$ cat src/include/usbSlaveDefs.svh
`ifndef USB_SLAVE_DEFS_SVH
`define USB_SLAVE_DEFS_SVH

////////////////////////////////////////
// Endpoint control register bits.
////////////////////////////////////////
`define EP_ENABLE_BIT       0
`define EP_READY_BIT        1
`define EP_OUTDATA_SEQ_BIT  2
`define EP_SEND_STALL_BIT   3
`define EP_ISO_ENABLE_BIT   4

////////////////////////////////////////
// Endpoint status register bits.
////////////////////////////////////////
`define ST_CRC_ERROR        0
`define ST_BIT_STUFF_ERROR  1
`define ST_RX_OVERFLOW      2
`define ST_RX_TIMEOUT       3
`define ST_NAK_SENT         4
`define ST_STALL_SENT       5
`define ST_ACK_RXED         6
`define ST_DATA_SEQ         7

// A NAK only sets the NAK sent bit.
`define NAK_SET_MASK        8'h10

// Register offsets inside each endpoint's group of four.
`define REG_CONTROL         2'd0
`define REG_STATUS          2'd1
`define REG_TRANS_TYPE      2'd2
`define REG_NAK_TRANS_TYPE  2'd3

`endif

$ cat src/rtl/usbSlavePkg.sv
package usbSlavePkg;

  // Transaction type reported by the packet layer.
  typedef enum logic [1:0] {
    SETUP_TRANS    = 2'd0,
    IN_TRANS       = 2'd1,
    OUTDATA0_TRANS = 2'd2,
    OUTDATA1_TRANS = 2'd3
  } transType_t;

  // Handshake returned to the host.
  typedef enum logic [1:0] {
    RESP_ACK   = 2'd0,
    RESP_NAK   = 2'd1,
    RESP_STALL = 2'd2
  } respPid_t;

endpackage

$ cat src/rtl/endpMux.sv
`include "usbSlaveDefs.svh"

module endpMux (
  input  logic                    clk,
  input  logic                    rst,
  input  logic [3:0]              currEndP,
  input  logic                    NAKSent,
  input  logic                    stallSent,
  input  logic                    CRCError,
  input  logic                    bitStuffError,
  input  logic                    RxOverflow,
  input  logic                    RxTimeOut,
  input  logic                    dataSequence,
  input  logic                    ACKRxed,
  input  usbSlavePkg::transType_t transType,
  input  usbSlavePkg::transType_t transTypeNAK,
  input  logic                    endPMuxErrorsWEn,
  input  logic                    clrEPRdy,
  input  logic [4:0]              endP0ControlReg,
  input  logic [4:0]              endP1ControlReg,
  input  logic [4:0]              endP2ControlReg,
  input  logic [4:0]              endP3ControlReg,
  output logic [4:0]              endPControlReg,
  output logic [7:0]              endP0StatusReg,
  output logic [7:0]              endP1StatusReg,
  output logic [7:0]              endP2StatusReg,
  output logic [7:0]              endP3StatusReg,
  output logic [1:0]              endP0TransTypeReg,
  output logic [1:0]              endP1TransTypeReg,
  output logic [1:0]              endP2TransTypeReg,
  output logic [1:0]              endP3TransTypeReg,
  output logic [1:0]              endP0NAKTransTypeReg,
  output logic [1:0]              endP1NAKTransTypeReg,
  output logic [1:0]              endP2NAKTransTypeReg,
  output logic [1:0]              endP3NAKTransTypeReg,
  output logic                    clrEP0Rdy,
  output logic                    clrEP1Rdy,
  output logic                    clrEP2Rdy,
  output logic                    clrEP3Rdy
);

  logic [7:0] statusReg [4];
  logic [1:0] transTypeReg [4];
  logic [1:0] nakTransTypeReg [4];
  logic [3:0] clrRdy;
  logic [7:0] statusWord;
  logic [1:0] epSel;

  // Only the low two token bits address an endpoint.
  assign epSel = currEndP[1:0];

  ////////////////////////////////////////
  // Control lookup and ready clear.
  ////////////////////////////////////////
  always_ff @(posedge clk) begin
    if (rst) begin
      endPControlReg <= '0;
      clrRdy <= '0;
    end else begin
      case (epSel)
        2'd0: endPControlReg <= endP0ControlReg;
        2'd1: endPControlReg <= endP1ControlReg;
        2'd2: endPControlReg <= endP2ControlReg;
        default: endPControlReg <= endP3ControlReg;
      endcase
      clrRdy <= clrEPRdy ? (4'b0001 << epSel) : 4'b0000;
    end
  end

  assign clrEP0Rdy = clrRdy[0];
  assign clrEP1Rdy = clrRdy[1];
  assign clrEP2Rdy = clrRdy[2];
  assign clrEP3Rdy = clrRdy[3];

  ////////////////////////////////////////
  // Status update.
  ////////////////////////////////////////
  // Full status word, NAK bit always clear.
  always_comb begin
    statusWord = '0;
    statusWord[`ST_CRC_ERROR] = CRCError;
    statusWord[`ST_BIT_STUFF_ERROR] = bitStuffError;
    statusWord[`ST_RX_OVERFLOW] = RxOverflow;
    statusWord[`ST_RX_TIMEOUT] = RxTimeOut;
    statusWord[`ST_STALL_SENT] = stallSent;
    statusWord[`ST_ACK_RXED] = ACKRxed;
    statusWord[`ST_DATA_SEQ] = dataSequence;
  end

  always_ff @(posedge clk) begin
    if (rst) begin
      for (int i = 0; i < 4; i++) begin
        statusReg[i] <= '0;
        transTypeReg[i] <= '0;
        nakTransTypeReg[i] <= '0;
      end
    end else if (endPMuxErrorsWEn) begin
      if (NAKSent) begin
        statusReg[epSel] <= statusReg[epSel] | `NAK_SET_MASK;
        nakTransTypeReg[epSel] <= transTypeNAK;
      end else begin
        statusReg[epSel] <= statusWord;
        transTypeReg[epSel] <= transType;
      end
    end
  end

  assign endP0StatusReg = statusReg[0];
  assign endP1StatusReg = statusReg[1];
  assign endP2StatusReg = statusReg[2];
  assign endP3StatusReg = statusReg[3];
  assign endP0TransTypeReg = transTypeReg[0];
  assign endP1TransTypeReg = transTypeReg[1];
  assign endP2TransTypeReg = transTypeReg[2];
  assign endP3TransTypeReg = transTypeReg[3];
  assign endP0NAKTransTypeReg = nakTransTypeReg[0];
  assign endP1NAKTransTypeReg = nakTransTypeReg[1];
  assign endP2NAKTransTypeReg = nakTransTypeReg[2];
  assign endP3NAKTransTypeReg = nakTransTypeReg[3];

  // One status write per transaction from the sequencer.
  assert property (@(posedge clk) disable iff (rst)
    endPMuxErrorsWEn |=> !endPMuxErrorsWEn)
    else $error("status write strobe held for two cycles");

endmodule

$ cat src/rtl/endpRegFile.sv
`include "usbSlaveDefs.svh"

module endpRegFile (
  input  logic       clk,
  input  logic       rst,
  input  logic [4:0] regAddr,
  input  logic [7:0] regWrData,
  input  logic       regWe,
  output logic [7:0] regRdData,
  input  logic       clrEP0Rdy,
  input  logic       clrEP1Rdy,
  input  logic       clrEP2Rdy,
  input  logic       clrEP3Rdy,
  input  logic [7:0] endP0StatusReg,
  input  logic [7:0] endP1StatusReg,
  input  logic [7:0] endP2StatusReg,
  input  logic [7:0] endP3StatusReg,
  input  logic [1:0] endP0TransTypeReg,
  input  logic [1:0] endP1TransTypeReg,
  input  logic [1:0] endP2TransTypeReg,
  input  logic [1:0] endP3TransTypeReg,
  input  logic [1:0] endP0NAKTransTypeReg,
  input  logic [1:0] endP1NAKTransTypeReg,
  input  logic [1:0] endP2NAKTransTypeReg,
  input  logic [1:0] endP3NAKTransTypeReg,
  output logic [4:0] endP0ControlReg,
  output logic [4:0] endP1ControlReg,
  output logic [4:0] endP2ControlReg,
  output logic [4:0] endP3ControlReg
);

  logic [4:0] ctrlReg [4];
  logic [4:0] ctrlNext [4];
  logic [3:0] clrRdy;
  logic [7:0] statusIn [4];
  logic [1:0] transTypeIn [4];
  logic [1:0] nakTransTypeIn [4];
  logic [1:0] rdEp;

  assign clrRdy = {clrEP3Rdy, clrEP2Rdy, clrEP1Rdy, clrEP0Rdy};

  assign statusIn[0] = endP0StatusReg;
  assign statusIn[1] = endP1StatusReg;
  assign statusIn[2] = endP2StatusReg;
  assign statusIn[3] = endP3StatusReg;
  assign transTypeIn[0] = endP0TransTypeReg;
  assign transTypeIn[1] = endP1TransTypeReg;
  assign transTypeIn[2] = endP2TransTypeReg;
  assign transTypeIn[3] = endP3TransTypeReg;
  assign nakTransTypeIn[0] = endP0NAKTransTypeReg;
  assign nakTransTypeIn[1] = endP1NAKTransTypeReg;
  assign nakTransTypeIn[2] = endP2NAKTransTypeReg;
  assign nakTransTypeIn[3] = endP3NAKTransTypeReg;

  ////////////////////////////////////////
  // Control registers.
  ////////////////////////////////////////
  // The ready clear overrides a host write in the same cycle.
  always_comb begin
    for (int i = 0; i < 4; i++) begin
      ctrlNext[i] = ctrlReg[i];
      if (regWe && !regAddr[4] && regAddr[3:2] == 2'(i) && regAddr[1:0] == `REG_CONTROL) begin
        ctrlNext[i] = regWrData[4:0];
      end
      if (clrRdy[i]) begin
        ctrlNext[i][`EP_READY_BIT] = 1'b0;
      end
    end
  end

  always_ff @(posedge clk) begin
    for (int i = 0; i < 4; i++) begin
      ctrlReg[i] <= rst ? 5'd0 : ctrlNext[i];
    end
  end

  assign endP0ControlReg = ctrlReg[0];
  assign endP1ControlReg = ctrlReg[1];
  assign endP2ControlReg = ctrlReg[2];
  assign endP3ControlReg = ctrlReg[3];

  ////////////////////////////////////////
  // Host read decode.
  ////////////////////////////////////////
  assign rdEp = regAddr[3:2];

  always_comb begin
    regRdData = 8'h00;
    if (!regAddr[4]) begin
      case (regAddr[1:0])
        `REG_CONTROL: regRdData = {3'b000, ctrlReg[rdEp]};
        `REG_STATUS: regRdData = statusIn[rdEp];
        `REG_TRANS_TYPE: regRdData = {6'b000000, transTypeIn[rdEp]};
        `REG_NAK_TRANS_TYPE: regRdData = {6'b000000, nakTransTypeIn[rdEp]};
        default: regRdData = 8'h00;
      endcase
    end
  end

endmodule

$ cat src/rtl/slaveTransCtrl.sv
`include "usbSlaveDefs.svh"

module slaveTransCtrl (
  input  logic                    clk,
  input  logic                    rst,
  input  logic                    transDone,
  input  logic [3:0]              tokenEndP,
  input  usbSlavePkg::transType_t transType,
  input  logic                    crcError,
  input  logic                    bitStuffError,
  input  logic                    rxOverflow,
  input  logic                    rxTimeOut,
  input  logic                    ackRxed,
  input  logic                    dataSequence,
  input  logic [4:0]              endPControlReg,
  output logic                    busy,
  output logic                    respValid,
  output usbSlavePkg::respPid_t   respPid,
  output logic [3:0]              currEndP,
  output logic                    NAKSent,
  output logic                    stallSent,
  output logic                    endPMuxErrorsWEn,
  output logic                    clrEPRdy,
  output usbSlavePkg::transType_t capTransType,
  output logic                    capCrcError,
  output logic                    capBitStuffError,
  output logic                    capRxOverflow,
  output logic                    capRxTimeOut,
  output logic                    capAckRxed,
  output logic                    capDataSequence
);

  import usbSlavePkg::*;

  typedef enum logic [1:0] {
    IDLE,
    LOOKUP,
    DECIDE,
    RELEASE
  } ctrlState_t;

  ctrlState_t state;
  respPid_t decision;
  logic accept;

  assign accept = (state == IDLE) && transDone;

  ////////////////////////////////////////
  // Handshake decision.
  ////////////////////////////////////////
  // Stall beats the ready check, but only on an enabled endpoint.
  always_comb begin
    if (endPControlReg[`EP_SEND_STALL_BIT] && endPControlReg[`EP_ENABLE_BIT]) begin
      decision = RESP_STALL;
    end else if (!(endPControlReg[`EP_ENABLE_BIT] && endPControlReg[`EP_READY_BIT])) begin
      decision = RESP_NAK;
    end else begin
      decision = RESP_ACK;
    end
  end

  ////////////////////////////////////////
  // Sequencer.
  ////////////////////////////////////////
  always_ff @(posedge clk) begin
    if (rst) begin
      state <= IDLE;
      busy <= 1'b0;
      currEndP <= '0;
      respValid <= 1'b0;
      endPMuxErrorsWEn <= 1'b0;
      clrEPRdy <= 1'b0;
    end else begin
      respValid <= 1'b0;
      endPMuxErrorsWEn <= 1'b0;
      clrEPRdy <= 1'b0;
      case (state)
        IDLE: begin
          // Busy drops one cycle after release so the ready clear lands first.
          busy <= transDone;
          if (transDone) begin
            currEndP <= tokenEndP;
            state <= LOOKUP;
          end
        end
        LOOKUP: state <= DECIDE;
        DECIDE: begin
          respValid <= 1'b1;
          endPMuxErrorsWEn <= 1'b1;
          clrEPRdy <= (decision != RESP_NAK);
          state <= RELEASE;
        end
        default: state <= IDLE;
      endcase
    end
  end

  always_ff @(posedge clk) begin
    if (accept) begin
      capTransType <= transType;
      capCrcError <= crcError;
      capBitStuffError <= bitStuffError;
      capRxOverflow <= rxOverflow;
      capRxTimeOut <= rxTimeOut;
      capAckRxed <= ackRxed;
      capDataSequence <= dataSequence;
    end
    if (state == DECIDE) begin
      respPid <= decision;
      NAKSent <= (decision == RESP_NAK);
      stallSent <= (decision == RESP_STALL);
    end
  end

  // The packet layer waits for busy to fall.
  assert property (@(posedge clk) disable iff (rst) transDone |-> !busy)
    else $error("transDone raised while busy");

endmodule

$ cat src/rtl/usbSlaveEndp.sv
module usbSlaveEndp (
  input  logic                    clk,
  input  logic                    rst,
  input  logic                    transDone,
  input  logic [3:0]              tokenEndP,
  input  usbSlavePkg::transType_t transType,
  input  logic                    crcError,
  input  logic                    bitStuffError,
  input  logic                    rxOverflow,
  input  logic                    rxTimeOut,
  input  logic                    ackRxed,
  input  logic                    dataSequence,
  output logic                    busy,
  output logic                    respValid,
  output usbSlavePkg::respPid_t   respPid,
  input  logic [4:0]              regAddr,
  input  logic [7:0]              regWrData,
  input  logic                    regWe,
  output logic [7:0]              regRdData
);

  import usbSlavePkg::*;

  transType_t capTransType;
  logic [3:0] currEndP;
  logic [4:0] endPControlReg;
  logic NAKSent;
  logic stallSent;
  logic endPMuxErrorsWEn;
  logic clrEPRdy;
  logic capCrcError;
  logic capBitStuffError;
  logic capRxOverflow;
  logic capRxTimeOut;
  logic capAckRxed;
  logic capDataSequence;
  logic [4:0] endP0ControlReg;
  logic [4:0] endP1ControlReg;
  logic [4:0] endP2ControlReg;
  logic [4:0] endP3ControlReg;
  logic [7:0] endP0StatusReg;
  logic [7:0] endP1StatusReg;
  logic [7:0] endP2StatusReg;
  logic [7:0] endP3StatusReg;
  logic [1:0] endP0TransTypeReg;
  logic [1:0] endP1TransTypeReg;
  logic [1:0] endP2TransTypeReg;
  logic [1:0] endP3TransTypeReg;
  logic [1:0] endP0NAKTransTypeReg;
  logic [1:0] endP1NAKTransTypeReg;
  logic [1:0] endP2NAKTransTypeReg;
  logic [1:0] endP3NAKTransTypeReg;
  logic clrEP0Rdy;
  logic clrEP1Rdy;
  logic clrEP2Rdy;
  logic clrEP3Rdy;

  slaveTransCtrl u_transCtrl (
    .clk              (clk),
    .rst              (rst),
    .transDone        (transDone),
    .tokenEndP        (tokenEndP),
    .transType        (transType),
    .crcError         (crcError),
    .bitStuffError    (bitStuffError),
    .rxOverflow       (rxOverflow),
    .rxTimeOut        (rxTimeOut),
    .ackRxed          (ackRxed),
    .dataSequence     (dataSequence),
    .endPControlReg   (endPControlReg),
    .busy             (busy),
    .respValid        (respValid),
    .respPid          (respPid),
    .currEndP         (currEndP),
    .NAKSent          (NAKSent),
    .stallSent        (stallSent),
    .endPMuxErrorsWEn (endPMuxErrorsWEn),
    .clrEPRdy         (clrEPRdy),
    .capTransType     (capTransType),
    .capCrcError      (capCrcError),
    .capBitStuffError (capBitStuffError),
    .capRxOverflow    (capRxOverflow),
    .capRxTimeOut     (capRxTimeOut),
    .capAckRxed       (capAckRxed),
    .capDataSequence  (capDataSequence)
  );

  // The captured type feeds both the normal and the NAK type record.
  endpMux u_endpMux (
    .clk                  (clk),
    .rst                  (rst),
    .currEndP             (currEndP),
    .NAKSent              (NAKSent),
    .stallSent            (stallSent),
    .CRCError             (capCrcError),
    .bitStuffError        (capBitStuffError),
    .RxOverflow           (capRxOverflow),
    .RxTimeOut            (capRxTimeOut),
    .dataSequence         (capDataSequence),
    .ACKRxed              (capAckRxed),
    .transType            (capTransType),
    .transTypeNAK         (capTransType),
    .endPMuxErrorsWEn     (endPMuxErrorsWEn),
    .clrEPRdy             (clrEPRdy),
    .endP0ControlReg      (endP0ControlReg),
    .endP1ControlReg      (endP1ControlReg),
    .endP2ControlReg      (endP2ControlReg),
    .endP3ControlReg      (endP3ControlReg),
    .endPControlReg       (endPControlReg),
    .endP0StatusReg       (endP0StatusReg),
    .endP1StatusReg       (endP1StatusReg),
    .endP2StatusReg       (endP2StatusReg),
    .endP3StatusReg       (endP3StatusReg),
    .endP0TransTypeReg    (endP0TransTypeReg),
    .endP1TransTypeReg    (endP1TransTypeReg),
    .endP2TransTypeReg    (endP2TransTypeReg),
    .endP3TransTypeReg    (endP3TransTypeReg),
    .endP0NAKTransTypeReg (endP0NAKTransTypeReg),
    .endP1NAKTransTypeReg (endP1NAKTransTypeReg),
    .endP2NAKTransTypeReg (endP2NAKTransTypeReg),
    .endP3NAKTransTypeReg (endP3NAKTransTypeReg),
    .clrEP0Rdy            (clrEP0Rdy),
    .clrEP1Rdy            (clrEP1Rdy),
    .clrEP2Rdy            (clrEP2Rdy),
    .clrEP3Rdy            (clrEP3Rdy)
  );

  endpRegFile u_regFile (
    .clk                  (clk),
    .rst                  (rst),
    .regAddr              (regAddr),
    .regWrData            (regWrData),
    .regWe                (regWe),
    .regRdData            (regRdData),
    .clrEP0Rdy            (clrEP0Rdy),
    .clrEP1Rdy            (clrEP1Rdy),
    .clrEP2Rdy            (clrEP2Rdy),
    .clrEP3Rdy            (clrEP3Rdy),
    .endP0StatusReg       (endP0StatusReg),
    .endP1StatusReg       (endP1StatusReg),
    .endP2StatusReg       (endP2StatusReg),
    .endP3StatusReg       (endP3StatusReg),
    .endP0TransTypeReg    (endP0TransTypeReg),
    .endP1TransTypeReg    (endP1TransTypeReg),
    .endP2TransTypeReg    (endP2TransTypeReg),
    .endP3TransTypeReg    (endP3TransTypeReg),
    .endP0NAKTransTypeReg (endP0NAKTransTypeReg),
    .endP1NAKTransTypeReg (endP1NAKTransTypeReg),
    .endP2NAKTransTypeReg (endP2NAKTransTypeReg),
    .endP3NAKTransTypeReg (endP3NAKTransTypeReg),
    .endP0ControlReg      (endP0ControlReg),
    .endP1ControlReg      (endP1ControlReg),
    .endP2ControlReg      (endP2ControlReg),
    .endP3ControlReg      (endP3ControlReg)
  );

endmodule

$ cat config.mk
export PLATFORM = sky130hd
export DESIGN_NAME = usbSlaveEndp
export DESIGN_NICKNAME = d
export VERILOG_FILES = /design/src/rtl/usbSlavePkg.sv /design/src/rtl/endpMux.sv /design/src/rtl/endpRegFile.sv /design/src/rtl/slaveTransCtrl.sv /design/src/rtl/usbSlaveEndp.sv
export VERILOG_INCLUDE_DIRS = /design/src /design/src/include
export SDC_FILE = /design/constraint.sdc
export NUM_CORES = 1
export LEC_CHECK = 0
export ABC_AREA = 1
export BUFFER_PORTS_ARGS = -buffer_cell sky130_fd_sc_hd__buf_2
export CAP_MARGIN = 20
export CORE_UTILIZATION = 45
export CTS_BUF_LIST = sky130_fd_sc_hd__clkbuf_4
export CTS_CLUSTER_SIZE = 40
export DETAILED_ROUTE_END_ITERATION = 8
export GPL_TIMING_DRIVEN = 0
export SLEW_MARGIN = 5
export SYNTH_ARGS = -nofsm -noshare
export SYNTH_HDL_FRONTEND = slang
export SYNTH_SLANG_ARGS = --single-unit
$ cat constraint.sdc
create_clock -name clk -period 1.9 [get_ports clk]
set_clock_uncertainty 0.15 [all_clocks]
set_input_delay 0.38 -clock clk [delete_from_list [all_inputs] [get_ports clk]]
set_output_delay 0.38 -clock clk [all_outputs]
set_load 0.03 [all_outputs]
==> report_table.html <==
<table>
<tr><th>Metric</th><th>Value</th></tr>
<tr><th colspan="2">STA</th></tr>
<tr><td>Worst-margin pin slew</td><td>419.3 ps</td></tr>
<tr><td>Relative max-transition margin</td><td>72.02%</td></tr>
<tr><td>Final Hold Vio Count</td><td>0</td></tr>
<tr><td>Post-route worst setup slack</td><td>-110.2 ps</td></tr>
<tr><td>Ratio of final minimum period to clock period</td><td>105.8%</td></tr>
<tr><td>RSZ-0062 raised after global routing</td><td>true</td></tr>
<tr><td>Final count of pins violating max slew</td><td>0</td></tr>
<tr><td>Achievable clock frequency</td><td>497.5 MHz</td></tr>
<tr><td>Total of endpoints with negative setup slack in the final report</td><td>5</td></tr>
<tr><td>Worst hold margin</td><td>88.93 ps</td></tr>
<tr><td>Shortest period the worst path allows</td><td>2010 ps</td></tr>
<tr><th colspan="2">Die</th></tr>
<tr><td>Num ports</td><td>41</td></tr>
<tr><td>FP Rows</td><td>34</td></tr>
<tr><td>Die Span X</td><td>98.31 um</td></tr>
<tr><td>Initial cell density of the core</td><td>47.17%</td></tr>
<tr><td>Area of the placeable core</td><td>8848 um^2</td></tr>
<tr><td>Y dimension of the die</td><td>98.31 um</td></tr>
<tr><td>Die area</td><td>9665 um^2</td></tr>
<tr><th colspan="2">Run</th></tr>
<tr><td>Reported max-cap violation count</td><td>0</td></tr>
<tr><th colspan="2">Finish</th></tr>
<tr><td>Summed area of non-filler cells in the final layout</td><td>4949 um^2</td></tr>
<tr><td>Final-layout fill cell count</td><td>815</td></tr>
<tr><td>Diode count</td><td>0</td></tr>
<tr><td>Fin nets</td><td>553</td></tr>
<tr><td>Proportion of layout cells with a drive suffix above 1</td><td>23.00%</td></tr>
<tr><td>Final instance count without filler cells</td><td>634</td></tr>
<tr><td>Area delta synth-&gt;final</td><td>18.56%</td></tr>
<tr><th colspan="2">Clock tree</th></tr>
<tr><td>Clock sinks</td><td>92</td></tr>
<tr><td>CTS H-Tree Depth</td><td>3</td></tr>
<tr><td>TritonCTS clock tree</td><td>done</td></tr>
<tr><td>Clock transition at the register clock pins on the worst setup and hold paths after CTS</td><td>150 ps</td></tr>
<tr><td>Clock root buffer</td><td>clkbuf_4</td></tr>
<tr><td>TritonCTS Buffers</td><td>9</td></tr>
<tr><td>Clock insertion delay at the later pin of the skew report</td><td>430 ps</td></tr>
<tr><td>Maximum clock insertion buffer count</td><td>2</td></tr>
<tr><th colspan="2">Setup path</th></tr>
<tr><td>Nature of the critical path endpoint</td><td>primary output</td></tr>
<tr><td>Most common cell on crit path</td><td>nand2_1</td></tr>
<tr><td>WP buf/inv</td><td>2</td></tr>
<tr><td>Data required time at the worst endpoint</td><td>1370 ps</td></tr>
<tr><td>Maximum net fanout on the critical path</td><td>2</td></tr>
<tr><td>Kind of cell adding the most delay to the critical path</td><td>simple AND/OR/NAND/NOR gates</td></tr>
<tr><td>Critical Path Source Type</td><td>flop</td></tr>
<tr><td>Start-to-end type of the worst setup path</td><td>flop to primary output</td></tr>
<tr><td>Cell breakdown of the critical path</td><td>inv_1 -&gt; nand2_1 -&gt; nand4_1 -&gt; nand2_1 -&gt; nand2_1 -&gt; nor2_2 -&gt; buf_6</td></tr>
<tr><td>Max stage delay on crit path</td><td>360 ps</td></tr>
<tr><td>Slowest-stage cell, CP</td><td>dfxtp_1</td></tr>
<tr><td>Data arrival at the endpoint of the critical path</td><td>1480 ps</td></tr>
<tr><th colspan="2">Routing</th></tr>
<tr><td>Count of TritonRoute iterations in the first routing pass</td><td>6</td></tr>
<tr><td>Violation count after the first detailed-route iteration</td><td>123</td></tr>
<tr><td>Detail-routed net length per standard cell</td><td>15.46 um</td></tr>
<tr><td>Residual DRC count</td><td>3</td></tr>
<tr><td>Post-detailed-routing wire length</td><td>9.799 mm</td></tr>
<tr><td>Post-route antenna net violation count</td><td>0</td></tr>
<tr><td>Via total after detailed routing</td><td>3218</td></tr>
<tr><td>Number of vias per cell after detailed routing</td><td>5.076</td></tr>
<tr><th colspan="2">Power</th></tr>
<tr><td>Design internal power</td><td>0.003116 W</td></tr>
<tr><td>Relative contribution of combinational cells to total power</td><td>18.9%</td></tr>
<tr><td>Leakage power figure</td><td>2.131 nW</td></tr>
<tr><td>Sw Ratio</td><td>29.70%</td></tr>
<tr><td>Power density cells</td><td>895.7 nW/um^2</td></tr>
<tr><td>Worst-case vdd ir drop</td><td>0.0005322 V</td></tr>
<tr><td>Clock share of power</td><td>27.5%</td></tr>
<tr><td>Switching power</td><td>0.001316 W</td></tr>
<tr><td>Share of power burned in registers</td><td>53.6%</td></tr>
<tr><th colspan="2">Synth</th></tr>
<tr><td>Register area share after synthesis</td><td>58.03%</td></tr>
<tr><td>Syn Area/Cell</td><td>9.035 um^2</td></tr>
<tr><td>Number of enable flip-flop cells after synthesis</td><td>58</td></tr>
<tr><td>Synth cell types</td><td>25</td></tr>
<tr><td>Post-Synthesis Cells</td><td>462</td></tr>
<tr><td>Synth warn</td><td>0</td></tr>
<tr><td>Flop and latch count out of synthesis</td><td>92</td></tr>
<tr><td>Synthesized Nets</td><td>494</td></tr>
<tr><td>Main flop type after synthesis</td><td>edfxtp_1</td></tr>
<tr><td>Summed instance area of the synthesized netlist</td><td>4174 um^2</td></tr>
<tr><td>Share of flip-flops with an asynchronous set or reset after synthesis</td><td>0%</td></tr>
<tr><th colspan="2">Placed design</th></tr>
<tr><td>Port buffer count</td><td>32</td></tr>
<tr><td>Detailed-placement wirelength estimate</td><td>6.885 mm</td></tr>
<tr><td>Worst slack at placement</td><td>-154.1 ps</td></tr>
<tr><td>Final weighted congestion in routability-driven placement</td><td>0.8287</td></tr>
<tr><td>Instance area after placement</td><td>4493 um^2</td></tr>
<tr><td>Cell Count Post-Placement</td><td>603</td></tr>
<tr><th colspan="2">Global route</th></tr>
<tr><td>Largest net degree at the start of global routing</td><td>16</td></tr>
<tr><td>Tot GR Track Use</td><td>21.86%</td></tr>
<tr><td>Grt ovf</td><td>0</td></tr>
<tr><td>Number of antenna violations at the first check in global routing</td><td>0</td></tr>
<tr><td>Number of global-route vias before repair</td><td>3088</td></tr>
<tr><td>First-pass GRT wire length</td><td>16.00 mm</td></tr>
<tr><th colspan="2">Run status</th></tr>
<tr><td>Status</td><td>finished, violations left</td></tr>
<tr><td>Failing checks</td><td>DRC, setup timing</td></tr>
<tr><th colspan="2">Min path</th></tr>
<tr><td>Hold crit path type</td><td>primary input to flop</td></tr>
</table>
Yosys cell counts (all sizes together) (2+ instances only):
cell,count,area (um^2)
ha,3,37.54
inv,63,241.5
dfxtp,34,680.7
nand3,4,40.04
a21oi,26,130.1
o211a,4,40.04
nand2,124,465.5
nand4,2,12.51
o21ai,33,165.2
o2111ai,5,43.79
edfxtp,58,1742
a22oi,12,90.09
nor2,77,352.8
buf,14,115.1
state kept, by name, summed over array words and instances, names as in the netlist, 2 cells and up:
name and flops:
u_regFile.ctrlReg 20, u_endpMux.statusReg 32, u_transCtrl.state 2, u_transCtrl.currEndP 2
u_endpMux.clrRdy 4, u_transCtrl.respPid 2, u_transCtrl.capTransType 2, u_endpMux.endPControlReg 3
u_endpMux.nakTransTypeReg 8, u_endpMux.transTypeReg 8
placed cells by master, fill, tap and decap left out, drive strengths merged:
cell type,Yosys,final
nor3,1,1
ha,3,3
dlygate4sd3,0,8
a31oi,1,1
nor2,77,77
o21ai,33,33
inv,63,63
buf,14,53
edfxtp,58,58
clkbuf,0,12
a22oi,12,12
nand3,4,4
o22ai,1,1
nand2,124,124
nand4,2,2
o211a,4,4
o2111ai,5,5
dfxtp,34,34
clkinv,0,3
bufinv,0,2
a21oi,26,26
final timing paths:
check / start / endpoint / slack [ps] / depth (start not counted)
max: u_regFile.ctrlReg[0][0]$_SDFFE_PP0P_ / regRdData[0] / -110 / 7
min: regWrData[2] / u_regFile.ctrlReg[0][2]$_SDFFE_PP0P_ / 90 / 3
max reg2reg: u_transCtrl.respPid[0]$_DFFE_PN_ / u_endpMux.statusReg[1][1]$_SDFFCE_PN0P_ / 200 / 5
min reg2reg: u_regFile.ctrlReg[2][4]$_SDFFE_PP0P_ / u_regFile.ctrlReg[2][4]$_SDFFE_PP0P_ / 310 / 2
layout make-up:
class | instances | area (um^2) | area share (%)
inverter | 63 | 241.5 | 4.880
multi-input combinational | 293 | 1489 | 30.09
clock inverter | 5 | 78.83 | 1.593
buffer | 14 | 138.9 | 2.807
tap | 108 | 135.1 | 2.731
sequential | 92 | 2422 | 48.95
clock buffer | 11 | 82.58 | 1.669
timing repair buffer | 48 | 360.3 | 7.282
repair_timing:
item                                   in CTS  in global routing
setup buffers                               1                  5
pin swaps                                  11                 10
gates cloned                                0                  1
setup endpoints to repair                  29                 30
endpoints found under the hold margin       8                  0
hold buffers                                8                  0
gates resized for setup                    18                 29
metal layers:
layer / global-route usage (%) / part of all wire, %
met1: 29.11 / 46
met2: 36.73 / 50
met3: 2.792 / 3.0
met4: 8.037 / 1.1
met5: 0 / 0
power groups by stage:
stage                     sequential [W]  combinational [W]  clock, W
after floorplan                  0.00243           0.000510         0
after global placement           0.00241           0.000760         0
after detailed placement         0.00242           0.000777         0
after CTS                        0.00237           0.000809   0.00123
after global routing             0.00240           0.000935   0.00130
final                            0.00238           0.000839   0.00122
per-stage QoR:
stage                     util [%]  power, W  TNS, ps
after global routing         55.92  0.004634   -827.0
after floorplan                  -  0.002937        0
after detailed placement     50.78  0.003195    -2641
after global placement       50.69  0.003173    -3721
after CTS                    54.20  0.004411   -404.3
final                        55.92  0.004433   -279.2
worst register-to-register path, stage by stage, from the launching register on:
cell and delay (ps):
edfxtp_1 450, nor2_1 150, inv_2 70, nor2_4 160, nand2_2 190, nand2_2 230
cells by family (layout without fill, tap and decap cells):
logic type	Yosys count	after routing	synth area share (%)
compound gates	82	82	11.54
fa+ha+maj	3	3	0.8994
simple gates	208	208	20.98
flops	92	92	58.03
buf+inv	77	141	8.543
Power figures use the tool's default switching activity.
